===== config.mk =====
export PLATFORM = sky130hd
export DESIGN_NAME = fetch_stage
export DESIGN_NICKNAME = d
export VERILOG_FILES = /design/src/verilog/fetch_pkg.sv /design/src/verilog/pc_gen.sv /design/src/verilog/icache.sv /design/src/verilog/icache_refill.sv /design/src/verilog/branch_predictor.sv /design/src/verilog/fetch_out.sv /design/src/verilog/fetch_stage.sv
export SDC_FILE = /design/constraint.sdc
export NUM_CORES = 2
export LEC_CHECK = 0
export BUFFER_PORTS_ARGS = -buffer_cell sky130_fd_sc_hd__buf_2
export CAP_MARGIN = 20
export CORE_ASPECT_RATIO = 2
export CORE_MARGIN = 2
export CORE_UTILIZATION = 60
export DETAILED_ROUTE_END_ITERATION = 12
export PLACE_DENSITY = 0.8
export SYNTH_ARGS = -nofsm -noshare
export SYNTH_HDL_FRONTEND = slang
export SYNTH_HIERARCHICAL = 1
export SYNTH_SLANG_ARGS = --single-unit

===== constraint.sdc =====
create_clock -name clk_i -period 25.5 [get_ports clk_i]
set_input_delay 1.275 -clock clk_i [delete_from_list [all_inputs] [get_ports clk_i]]
set_output_delay 1.275 -clock clk_i [all_outputs]
set_load 0.03 [all_outputs]

===== src/verilog/fetch_pkg.sv =====
package fetch_pkg;

    // datapath and cache geometry
    localparam int XLEN            = 32;
    localparam int BLOCK_W         = 128;
    localparam int WORDS_PER_BLOCK = BLOCK_W / XLEN;
    localparam int OFFSET_W        = $clog2(BLOCK_W / 8);   // byte offset inside a block
    localparam int LINE_CNT        = 16;
    localparam int INDEX_W         = $clog2(LINE_CNT);      // pc bits 7:4
    localparam int TAG_W           = XLEN - INDEX_W - OFFSET_W;

    localparam logic [XLEN-1:0] RESET_PC  = 32'h0000_0000;
    localparam logic [XLEN-1:0] NOP_INSTR = 32'h0000_0013;  // addi x0, x0, 0

    // predictor table, indexed by pc bits 5:2
    localparam int BP_ENTRIES = 16;
    localparam int BP_INDEX_W = $clog2(BP_ENTRIES);
    localparam int BP_TAG_W   = XLEN - BP_INDEX_W - 2;

    // major opcodes seen by the predecoder
    typedef enum logic [6:0] {
        OP_BRANCH = 7'b1100011,
        OP_JAL    = 7'b1101111,
        OP_JALR   = 7'b1100111,
        OP_IMM    = 7'b0010011,
        OP_OTHER  = 7'b0000000
    } opcode_e;

    typedef enum logic [1:0] {
        IDLE,
        REQUEST,
        WAIT_DATA,
        WRITE
    } refill_state_e;

endpackage


===== src/verilog/pc_gen.sv =====
`timescale 1ns/100ps

module pc_gen (
    input  logic                       clk_i,
    input  logic                       rst_n_i,

    input  logic                       stall_i,
    input  logic                       miss_i,

    input  logic                       redirect_i,
    input  logic [fetch_pkg::XLEN-1:0] redirect_pc_i,

    input  logic                       pred_taken_i,
    input  logic [fetch_pkg::XLEN-1:0] pred_target_i,

    output logic [fetch_pkg::XLEN-1:0] pc_o
);

    import fetch_pkg::*;

    logic [XLEN-1:0] pc_q;
    logic [XLEN-1:0] pc_d;

    // redirect wins over everything, even a stall
    always_comb begin
        if (redirect_i) begin
            pc_d = redirect_pc_i;
        end else if (stall_i || miss_i) begin
            pc_d = pc_q;                        // hold until the line is in
        end else if (pred_taken_i) begin
            pc_d = pred_target_i;
        end else begin
            pc_d = pc_q + XLEN'(4);
        end
    end

    always_ff @(posedge clk_i or negedge rst_n_i) begin
        if (!rst_n_i) begin
            pc_q <= RESET_PC;
        end else begin
            pc_q <= pc_d;
        end
    end

    assign pc_o = pc_q;

    // redirect and predicted targets come from outside this block
    a_pc_aligned: assert property (
        @(posedge clk_i) disable iff (!rst_n_i)
        pc_q[1:0] == 2'b00
    ) else $error("fetch pc lost word alignment: %h", pc_q);

endmodule


===== src/verilog/icache.sv =====
`timescale 1ns/100ps

module icache (
    input  logic                          clk_i,
    input  logic                          rst_n_i,

    input  logic [fetch_pkg::XLEN-1:0]    pc_i,

    input  logic                          block_write_i,
    input  logic [fetch_pkg::BLOCK_W-1:0] block_i,

    output logic                          hit_o,
    output logic [fetch_pkg::XLEN-1:0]    word_o
);

    import fetch_pkg::*;

    // word 0 of a block sits in the low bits
    logic [WORDS_PER_BLOCK-1:0][XLEN-1:0] data_q [LINE_CNT];
    logic [TAG_W-1:0]                     tag_q  [LINE_CNT];
    logic [LINE_CNT-1:0]                  valid_q;

    logic [INDEX_W-1:0]  line_idx;
    logic [TAG_W-1:0]    pc_tag;
    logic [OFFSET_W-3:0] word_sel;

    assign line_idx = pc_i[OFFSET_W +: INDEX_W];
    assign pc_tag   = pc_i[XLEN-1 -: TAG_W];
    assign word_sel = pc_i[OFFSET_W-1:2];

    // lookup
    assign hit_o  = valid_q[line_idx] && (tag_q[line_idx] == pc_tag);
    assign word_o = data_q[line_idx][word_sel];

    always_ff @(posedge clk_i or negedge rst_n_i) begin
        if (!rst_n_i) begin
            valid_q <= '0;
        end else if (block_write_i) begin
            valid_q[line_idx] <= 1'b1;
        end
    end

    // the refill writes into the line of the current pc
    always_ff @(posedge clk_i) begin
        if (block_write_i) begin
            data_q[line_idx] <= block_i;
            tag_q[line_idx]  <= pc_tag;
        end
    end

endmodule


===== src/verilog/icache_refill.sv =====
`timescale 1ns/100ps

module icache_refill (
    input  logic                          clk_i,
    input  logic                          rst_n_i,

    input  logic [fetch_pkg::XLEN-1:0]    pc_i,
    input  logic                          hit_i,

    input  logic                          mem_ready_i,
    input  logic                          mem_valid_i,
    input  logic [fetch_pkg::BLOCK_W-1:0] mem_block_i,
    output logic                          mem_req_o,
    output logic                          mem_read_o,
    output logic [fetch_pkg::XLEN-1:0]    mem_addr_o,

    output logic [fetch_pkg::BLOCK_W-1:0] block_o,
    output logic                          block_write_o
);

    import fetch_pkg::*;

    fetch_pkg::refill_state_e state_q;
    fetch_pkg::refill_state_e state_d;

    logic [XLEN-1:0]    blk_addr;
    logic [XLEN-1:0]    req_addr_q;      // block that is in flight
    logic [BLOCK_W-1:0] block_q;

    assign blk_addr = {pc_i[XLEN-1:OFFSET_W], {OFFSET_W{1'b0}}};

    always_comb begin
        state_d = state_q;
        case (state_q)
            IDLE: begin
                if (!hit_i) state_d = REQUEST;
            end
            REQUEST: begin
                if (hit_i) begin
                    state_d = IDLE;            // a redirect landed on a cached line
                end else if (mem_ready_i) begin
                    state_d = WAIT_DATA;
                end
            end
            WAIT_DATA: begin
                if (mem_valid_i) state_d = WRITE;
            end
            WRITE:   state_d = IDLE;
            default: state_d = IDLE;
        endcase
    end

    always_ff @(posedge clk_i or negedge rst_n_i) begin
        if (!rst_n_i) begin
            state_q <= IDLE;
        end else begin
            state_q <= state_d;
        end
    end

    always_ff @(posedge clk_i) begin
        if (mem_req_o) req_addr_q <= blk_addr;
        if (state_q == WAIT_DATA && mem_valid_i) begin
            block_q <= mem_block_i;
        end
    end

    assign mem_req_o  = (state_q == REQUEST) && !hit_i && mem_ready_i;
    assign mem_read_o = mem_req_o;          // fetch only ever reads
    assign mem_addr_o = blk_addr;
    assign block_o    = block_q;

    // drop the block if a redirect moved the pc to another line meanwhile
    assign block_write_o = (state_q == WRITE) && (blk_addr == req_addr_q);

    // a request leaves REQUEST and waits for the block
    a_req_then_wait: assert property (
        @(posedge clk_i) disable iff (!rst_n_i)
        mem_req_o |=> state_q == WAIT_DATA
    ) else $error("memory request not followed by WAIT_DATA");

    a_write_after_data: assert property (
        @(posedge clk_i) disable iff (!rst_n_i)
        block_write_o |-> $past(state_q == WAIT_DATA && mem_valid_i)
    ) else $error("block write without a block captured in WAIT_DATA");

    // the refilled line is visible to the lookup right after the write
    a_write_then_hit: assert property (
        @(posedge clk_i) disable iff (!rst_n_i)
        block_write_o |=> (hit_i || $changed(pc_i))
    ) else $error("no hit after block write at %h", req_addr_q);

endmodule


===== src/verilog/branch_predictor.sv =====
`timescale 1ns/100ps

module branch_predictor (
    input  logic                       clk_i,
    input  logic                       rst_n_i,

    input  logic [fetch_pkg::XLEN-1:0] pc_i,
    input  logic [fetch_pkg::XLEN-1:0] word_i,
    input  logic                       hit_i,

    input  logic                       update_valid_i,
    input  logic                       update_taken_i,
    input  logic [fetch_pkg::XLEN-1:0] update_pc_i,
    input  logic [fetch_pkg::XLEN-1:0] update_target_i,

    output logic                       pred_taken_o,
    output logic [fetch_pkg::XLEN-1:0] pred_target_o
);

    import fetch_pkg::*;

    logic [1:0]          cnt_q    [BP_ENTRIES];
    logic [BP_TAG_W-1:0] tag_q    [BP_ENTRIES];
    logic [XLEN-1:0]     target_q [BP_ENTRIES];
    logic [BP_ENTRIES-1:0] valid_q;

    logic            upd_valid_q;
    logic            upd_taken_q;
    logic [XLEN-1:0] upd_pc_q;
    logic [XLEN-1:0] upd_target_q;

    opcode_e             opcode;
    logic [BP_INDEX_W-1:0] idx;
    logic [BP_INDEX_W-1:0] upd_idx;
    logic [BP_TAG_W-1:0]   upd_tag;
    logic [1:0]            cnt_next;

    // predecode
    always_comb begin
        case (word_i[6:0])
            OP_BRANCH: opcode = OP_BRANCH;
            OP_JAL:    opcode = OP_JAL;
            OP_JALR:   opcode = OP_JALR;
            OP_IMM:    opcode = OP_IMM;
            default:   opcode = OP_OTHER;
        endcase
    end

    assign idx     = pc_i[2 +: BP_INDEX_W];
    assign upd_idx = upd_pc_q[2 +: BP_INDEX_W];
    assign upd_tag = upd_pc_q[XLEN-1 -: BP_TAG_W];

    assign pred_taken_o = hit_i && (opcode == OP_BRANCH) && valid_q[idx]
                          && (tag_q[idx] == pc_i[XLEN-1 -: BP_TAG_W])
                          && cnt_q[idx][1];                 // 2 or 3
    assign pred_target_o = target_q[idx];

    // saturating step, aliases just keep stepping the shared counter
    always_comb begin
        if (upd_taken_q) begin
            cnt_next = (cnt_q[upd_idx] == 2'd3) ? 2'd3 : cnt_q[upd_idx] + 2'd1;
        end else begin
            cnt_next = (cnt_q[upd_idx] == 2'd0) ? 2'd0 : cnt_q[upd_idx] - 2'd1;
        end
    end

    always_ff @(posedge clk_i or negedge rst_n_i) begin
        if (!rst_n_i) begin
            upd_valid_q <= 1'b0;
            valid_q     <= '0;
            for (int i = 0; i < BP_ENTRIES; i++) begin
                cnt_q[i] <= 2'd1;                           // weakly not taken
            end
        end else begin
            upd_valid_q <= update_valid_i;
            if (upd_valid_q) begin
                valid_q[upd_idx] <= 1'b1;
                cnt_q[upd_idx]   <= cnt_next;
            end
        end
    end

    always_ff @(posedge clk_i) begin
        upd_taken_q  <= update_taken_i;
        upd_pc_q     <= update_pc_i;
        upd_target_q <= update_target_i;
        if (upd_valid_q) begin
            tag_q[upd_idx] <= upd_tag;
            if (upd_taken_q) target_q[upd_idx] <= upd_target_q;
        end
    end

    // counters saturate, they never wrap between 0 and 3
    for (genvar i = 0; i < BP_ENTRIES; i++) begin : g_cnt_chk
        a_no_wrap_up: assert property (
            @(posedge clk_i) disable iff (!rst_n_i)
            cnt_q[i] == 2'd3 |=> cnt_q[i] != 2'd0
        ) else $error("counter %0d wrapped from 3", i);

        a_no_wrap_down: assert property (
            @(posedge clk_i) disable iff (!rst_n_i)
            cnt_q[i] == 2'd0 |=> cnt_q[i] != 2'd3
        ) else $error("counter %0d wrapped from 0", i);
    end

endmodule


===== src/verilog/fetch_out.sv =====
`timescale 1ns/100ps

module fetch_out (
    input  logic                       clk_i,
    input  logic                       rst_n_i,

    input  logic                       stall_i,
    input  logic                       hit_i,
    input  logic                       flush_i,

    input  logic [fetch_pkg::XLEN-1:0] pc_i,
    input  logic [fetch_pkg::XLEN-1:0] word_i,
    input  logic                       pred_i,

    output logic [fetch_pkg::XLEN-1:0] pc_o,
    output logic [fetch_pkg::XLEN-1:0] instr_o,
    output logic                       pred_o
);

    import fetch_pkg::*;

    logic [XLEN-1:0] pc_q;
    logic [XLEN-1:0] instr_q;
    logic            pred_q;
    logic            take;

    assign take = !stall_i && hit_i && !flush_i;

    always_ff @(posedge clk_i or negedge rst_n_i) begin
        if (!rst_n_i) begin
            instr_q <= NOP_INSTR;
            pred_q  <= 1'b0;
        end else if (flush_i || (!stall_i && !hit_i)) begin
            instr_q <= NOP_INSTR;               // bubble
            pred_q  <= 1'b0;
        end else if (take) begin
            instr_q <= word_i;
            pred_q  <= pred_i;
        end
    end

    // pc only matters next to a real instruction
    always_ff @(posedge clk_i) begin
        if (take) pc_q <= pc_i;
    end

    assign pc_o    = pc_q;
    assign instr_o = instr_q;
    assign pred_o  = pred_q;

endmodule


===== src/verilog/fetch_stage.sv =====
`timescale 1ns/100ps

module fetch_stage (
    input  logic                          clk_i,
    input  logic                          rst_n_i,

    input  logic                          stall_i,
    input  logic                          mispredict_i,
    input  logic                          jal_valid_i,
    input  logic [fetch_pkg::XLEN-1:0]    jal_pc_i,

    input  logic                          update_valid_i,
    input  logic                          update_taken_i,
    input  logic [fetch_pkg::XLEN-1:0]    update_pc_i,
    input  logic [fetch_pkg::XLEN-1:0]    update_target_i,

    input  logic                          mem_ready_i,
    input  logic                          mem_valid_i,
    input  logic [fetch_pkg::BLOCK_W-1:0] mem_block_i,
    output logic                          mem_req_o,
    output logic                          mem_read_o,
    output logic [fetch_pkg::XLEN-1:0]    mem_addr_o,

    output logic [fetch_pkg::XLEN-1:0]    pc_o,
    output logic [fetch_pkg::XLEN-1:0]    instr_o,
    output logic                          pred_o
);

    import fetch_pkg::*;

    logic [XLEN-1:0]    fetch_pc;
    logic               hit;
    logic [XLEN-1:0]    word;
    logic               block_write;
    logic [BLOCK_W-1:0] block;
    logic               pred_taken;
    logic [XLEN-1:0]    pred_target;
    logic               redirect;
    logic [XLEN-1:0]    redirect_pc;

    assign redirect    = mispredict_i | jal_valid_i;
    assign redirect_pc = mispredict_i ? update_target_i : jal_pc_i;

    pc_gen u_pc_gen (
        .clk_i(clk_i), .rst_n_i(rst_n_i),
        .stall_i(stall_i), .miss_i(!hit),
        .redirect_i(redirect), .redirect_pc_i(redirect_pc),
        .pred_taken_i(pred_taken), .pred_target_i(pred_target),
        .pc_o(fetch_pc)
    );

    icache u_icache (
        .clk_i(clk_i), .rst_n_i(rst_n_i), .pc_i(fetch_pc),
        .block_write_i(block_write), .block_i(block),
        .hit_o(hit), .word_o(word)
    );

    icache_refill u_icache_refill (
        .clk_i(clk_i), .rst_n_i(rst_n_i), .pc_i(fetch_pc), .hit_i(hit),
        .mem_ready_i(mem_ready_i), .mem_valid_i(mem_valid_i), .mem_block_i(mem_block_i),
        .mem_req_o(mem_req_o), .mem_read_o(mem_read_o), .mem_addr_o(mem_addr_o),
        .block_o(block), .block_write_o(block_write)
    );

    branch_predictor u_branch_predictor (
        .clk_i(clk_i), .rst_n_i(rst_n_i),
        .pc_i(fetch_pc), .word_i(word), .hit_i(hit),
        .update_valid_i(update_valid_i), .update_taken_i(update_taken_i),
        .update_pc_i(update_pc_i), .update_target_i(update_target_i),
        .pred_taken_o(pred_taken), .pred_target_o(pred_target)
    );

    fetch_out u_fetch_out (
        .clk_i(clk_i), .rst_n_i(rst_n_i),
        .stall_i(stall_i), .hit_i(hit), .flush_i(redirect),
        .pc_i(fetch_pc), .word_i(word), .pred_i(pred_taken),
        .pc_o(pc_o), .instr_o(instr_o), .pred_o(pred_o)
    );

endmodule


==> impl_metrics.ini <==
[run_status]
status = complete, no violations

[sta]
max_freq_ghz = 0.100
finalHoldViolCount = 0
min_period_ns = 9.98
rsz0062_at_grt = no
worst_pin_slew_ns = 1.15
maxSlewViolCount = 0
setup_tns_ns = 0
period_share_pct = 39.1
relSlewSlack_pct = 23.3
finClkSkew_ns = 0.0501
final-setup-viol-count = 0

[place]
dpl.hpwl_um = 197000
place_congestion = 0.837
io_buffers = 325

[global_routing]
grt_overflow = 0
grt_max_degree = 148
track_usage_pct = 31.9
grt_pass1_wl_um = 538000
antenna_found_initial = 52
grt_pass1_vias = 72600

[routing]
wl_per_cell_um = 39.0
wl_met1_um = 116000
drtIter0Drc = 10100
met2_length_um = 196000
drt-total-wl_um = 382000
vias = 69300
dr.max_layer_used = met5
drc_errors = 0
firstDrtPassIters = 6
dr_wl_met3_um = 37500
via_per_inst = 7.08
ant_nets = 0

[yosys]
synth_top_cell_area_share_pct = 74.7
syn_avg_cell_area_um2 = 23.9
synth_area_leaders = edfxtp_1 (75%), mux4_2 (16%), dfrtp_1 (2.0%)
ys_async_sr_fraction_pct = 3.53
seq_area_frac_synth_pct = 77.9
yosys_warnings = 6
syn-cell-area_um2 = 143000
synth_top_flop_cell = edfxtp_1
synth_cell_type_count = 88
yosysMostFrequentCell = edfxtp_1
synth-seq-cells = 3743
synth_commonest_cells = edfxtp_1 (3548), mux4_2 (1041), clkbuf_1 (114)
synth_edf_count = 3548
synth_top_area_cell = edfxtp_1
netlist_instances = 5978

[critical_path]
critPathRequiredTime_ns = 26.20
path_class = flop to flop
rrSetupSlack_ns = 15.52
worst_setup_path_end_kind = flop
r2r_end = u_pc_gen/pc_o[18]
cp.arrival_ns = 10.68
cp-start-kind = flop
rr_worst_depth = 17
reg2reg_from = u_pc_gen/pc_o[4]
crit_path_max_fanout = 114

[clock_network]
cts_tree = built
cts_buffers = 309
cts_setup_buffers = 0
cts_hold_buffers = 0
clkSinkCount = 3743
cts-root-buf = clkbuf_16
clk_latency_ns = 0.88
clockBufferDepth = 4
cts.clk_slew.worst_paths_ns = 0.07
htree_levels = 5
cts_resized = 0

[die]
io_pins = 332
rows = 253
die_y_um = 694
core_um2 = 237000
die_x_um = 349
dieArea_um2 = 242000
initial_utilization_pct = 60.2

[final_layout]
syn_to_final_growth_pct = 11.1
drive_gt1_share_pct = 32.7
nets = 6684

[worst_hold_path]
hp-class = input port to asynchronous set/reset pin

[pwr]
power.density_nw_per_um2 = 83.1
power_mw = 13.2
max-vdd-ir-drop_mv = 0.0955
leakagePower_nw = 50.4

[run]
drv_cap = 0
-- per-stage QoR --
stage,util [%],instances,hold slack [ns],area [µm²],worst slack (ns)
CTS,66.8,9755,0.393,158000,15.64
global placement,62.4,9194,0.445,148000,15.80
finish,66.9,9786,0.395,159000,15.52
floorplan,-,5981,0.425,143000,12.35
global route,66.8,9775,0.437,158000,15.26
detailed placement,62.5,9195,0.451,148000,15.77
-- flip-flops by register name, summed over array words and instances (netlist names), 16 cells and up, named ones only --
name / count
u_icache/data_q: 2048
u_branch_predictor/target_q: 512
u_branch_predictor/tag_q: 416
u_icache/tag_q: 384
u_icache_refill/block_o: 128
u_branch_predictor/cnt_q: 32
u_branch_predictor/upd_target_q: 32
u_fetch_out/instr_o: 32
u_fetch_out/pc_o: 32
u_pc_gen/pc_o: 32
u_branch_predictor/upd_pc_q: 30
u_icache_refill/req_addr_q: 28
u_branch_predictor/valid_q: 16
u_icache/valid_q: 16
-- cell families after synthesis --
kind of cell | share of synthesized area, %
flops | 77.9
mux | 17.7
buf+inv | 1.38
simple gates | 1.27
compound gates | 1.22
xor+xnor | 0.540
fa+ha+maj | 0.0245
other cells | 0.00263
-- area by class of cell --
| type | count | area, µm² |
|---|---|---|
| multi-input cells | 1873 | 29900 |
| flip-flops and latches | 3743 | 111000 |
| diodes | 27 | 67.6 |
| well taps | 3060 | 3830 |
| repair buffers | 491 | 3180 |
| inverters | 32 | 129 |
| clock buffers | 388 | 8330 |
| clock inverters | 172 | 1910 |
| fillers | 13400 | 78600 |
-- placed cells by master (no fill, tap or decap), types with 24 or more instances in the layout --
cell type | netlist | final
dfrtp_1 | 113 | 106
o21ai_0 | 59 | 59
mux2_2 | 41 | 41
buf_4 | 76 | 144
bufinv_16 | 0 | 36
nand4_1 | 24 | 24
clkbuf_1 | 114 | 57
nand3_1 | 33 | 33
nor2_4 | 0 | 25
inv_1 | 28 | 27
dfxtp_1 | 63 | 63
xor2_1 | 46 | 46
mux4_2 | 1041 | 1041
a21oi_1 | 38 | 38
clkbuf_16 | 0 | 316
mux2i_1 | 85 | 85
a32o_1 | 30 | 30
or2_2 | 34 | 35
nor2_1 | 58 | 32
clkinv_1 | 1 | 49
edfxtp_1 | 3548 | 3548
mux2_4 | 29 | 29
xnor2_1 | 42 | 42
buf_2 | 78 | 324
diode_2 | 0 | 27
clkinv_2 | 0 | 42
nand2_1 | 71 | 71
-- routing by layer --
metal | vias to the layer above | global-route usage (%)
met5 | - | 0
met1 | 36300 | 36.7
met3 | 1252 | 5.88
li1 | 26400 | -
met4 | 36 | 22.5
met2 | 5308 | 54.2
-- worst max path at each step --
| stage | start | to | slack [ns] | cells after the start |
|---|---|---|---|---|
| 3_5_place_dp | u_pc_gen/pc_o[4] | u_pc_gen/pc_o[18] | 15.77 | 17 |
| 6_report | u_pc_gen/pc_o[4] | u_pc_gen/pc_o[18] | 15.52 | 17 |
| 5_1_grt | u_pc_gen/pc_o[4] | u_pc_gen/pc_o[18] | 15.26 | 17 |
| 4_1_cts | u_pc_gen/pc_o[4] | u_pc_gen/pc_o[18] | 15.64 | 17 |
| 3_3_place_gp | u_pc_gen/pc_o[4] | u_pc_gen/pc_o[18] | 15.80 | 17 |
| 2_1_floorplan | u_pc_gen/pc_o[10] | u_icache/valid_q[0] | 12.35 | 7 |
-- worst max-delay path, cell delays in order (launching register included) --
cell	delay [ns]
dfrtp_4	0.87
buf_4	0.78
buf_4	0.83
buf_12	0.68
mux4_2	0.65
mux4_2	0.53
mux4_2	0.51
nor4bb_1	0.75
o211ai_1	0.60
a311oi_1	0.55
nand4_1	0.14
a2111o_1	0.40
nor4_4	0.14
buf_4	0.45
or2_2	0.60
nor2_1	0.17
a222oi_1	0.67
o21ai_0	0.21
-- report_power, final --
part           switching [mW]  internal (mW)  total (mW)
Combinational           0.694          0.520        1.21
Sequential              0.154           6.90        7.05
Clock                    2.20           2.70        4.90
No activity file was read; power rests on OpenSTA's default activity.
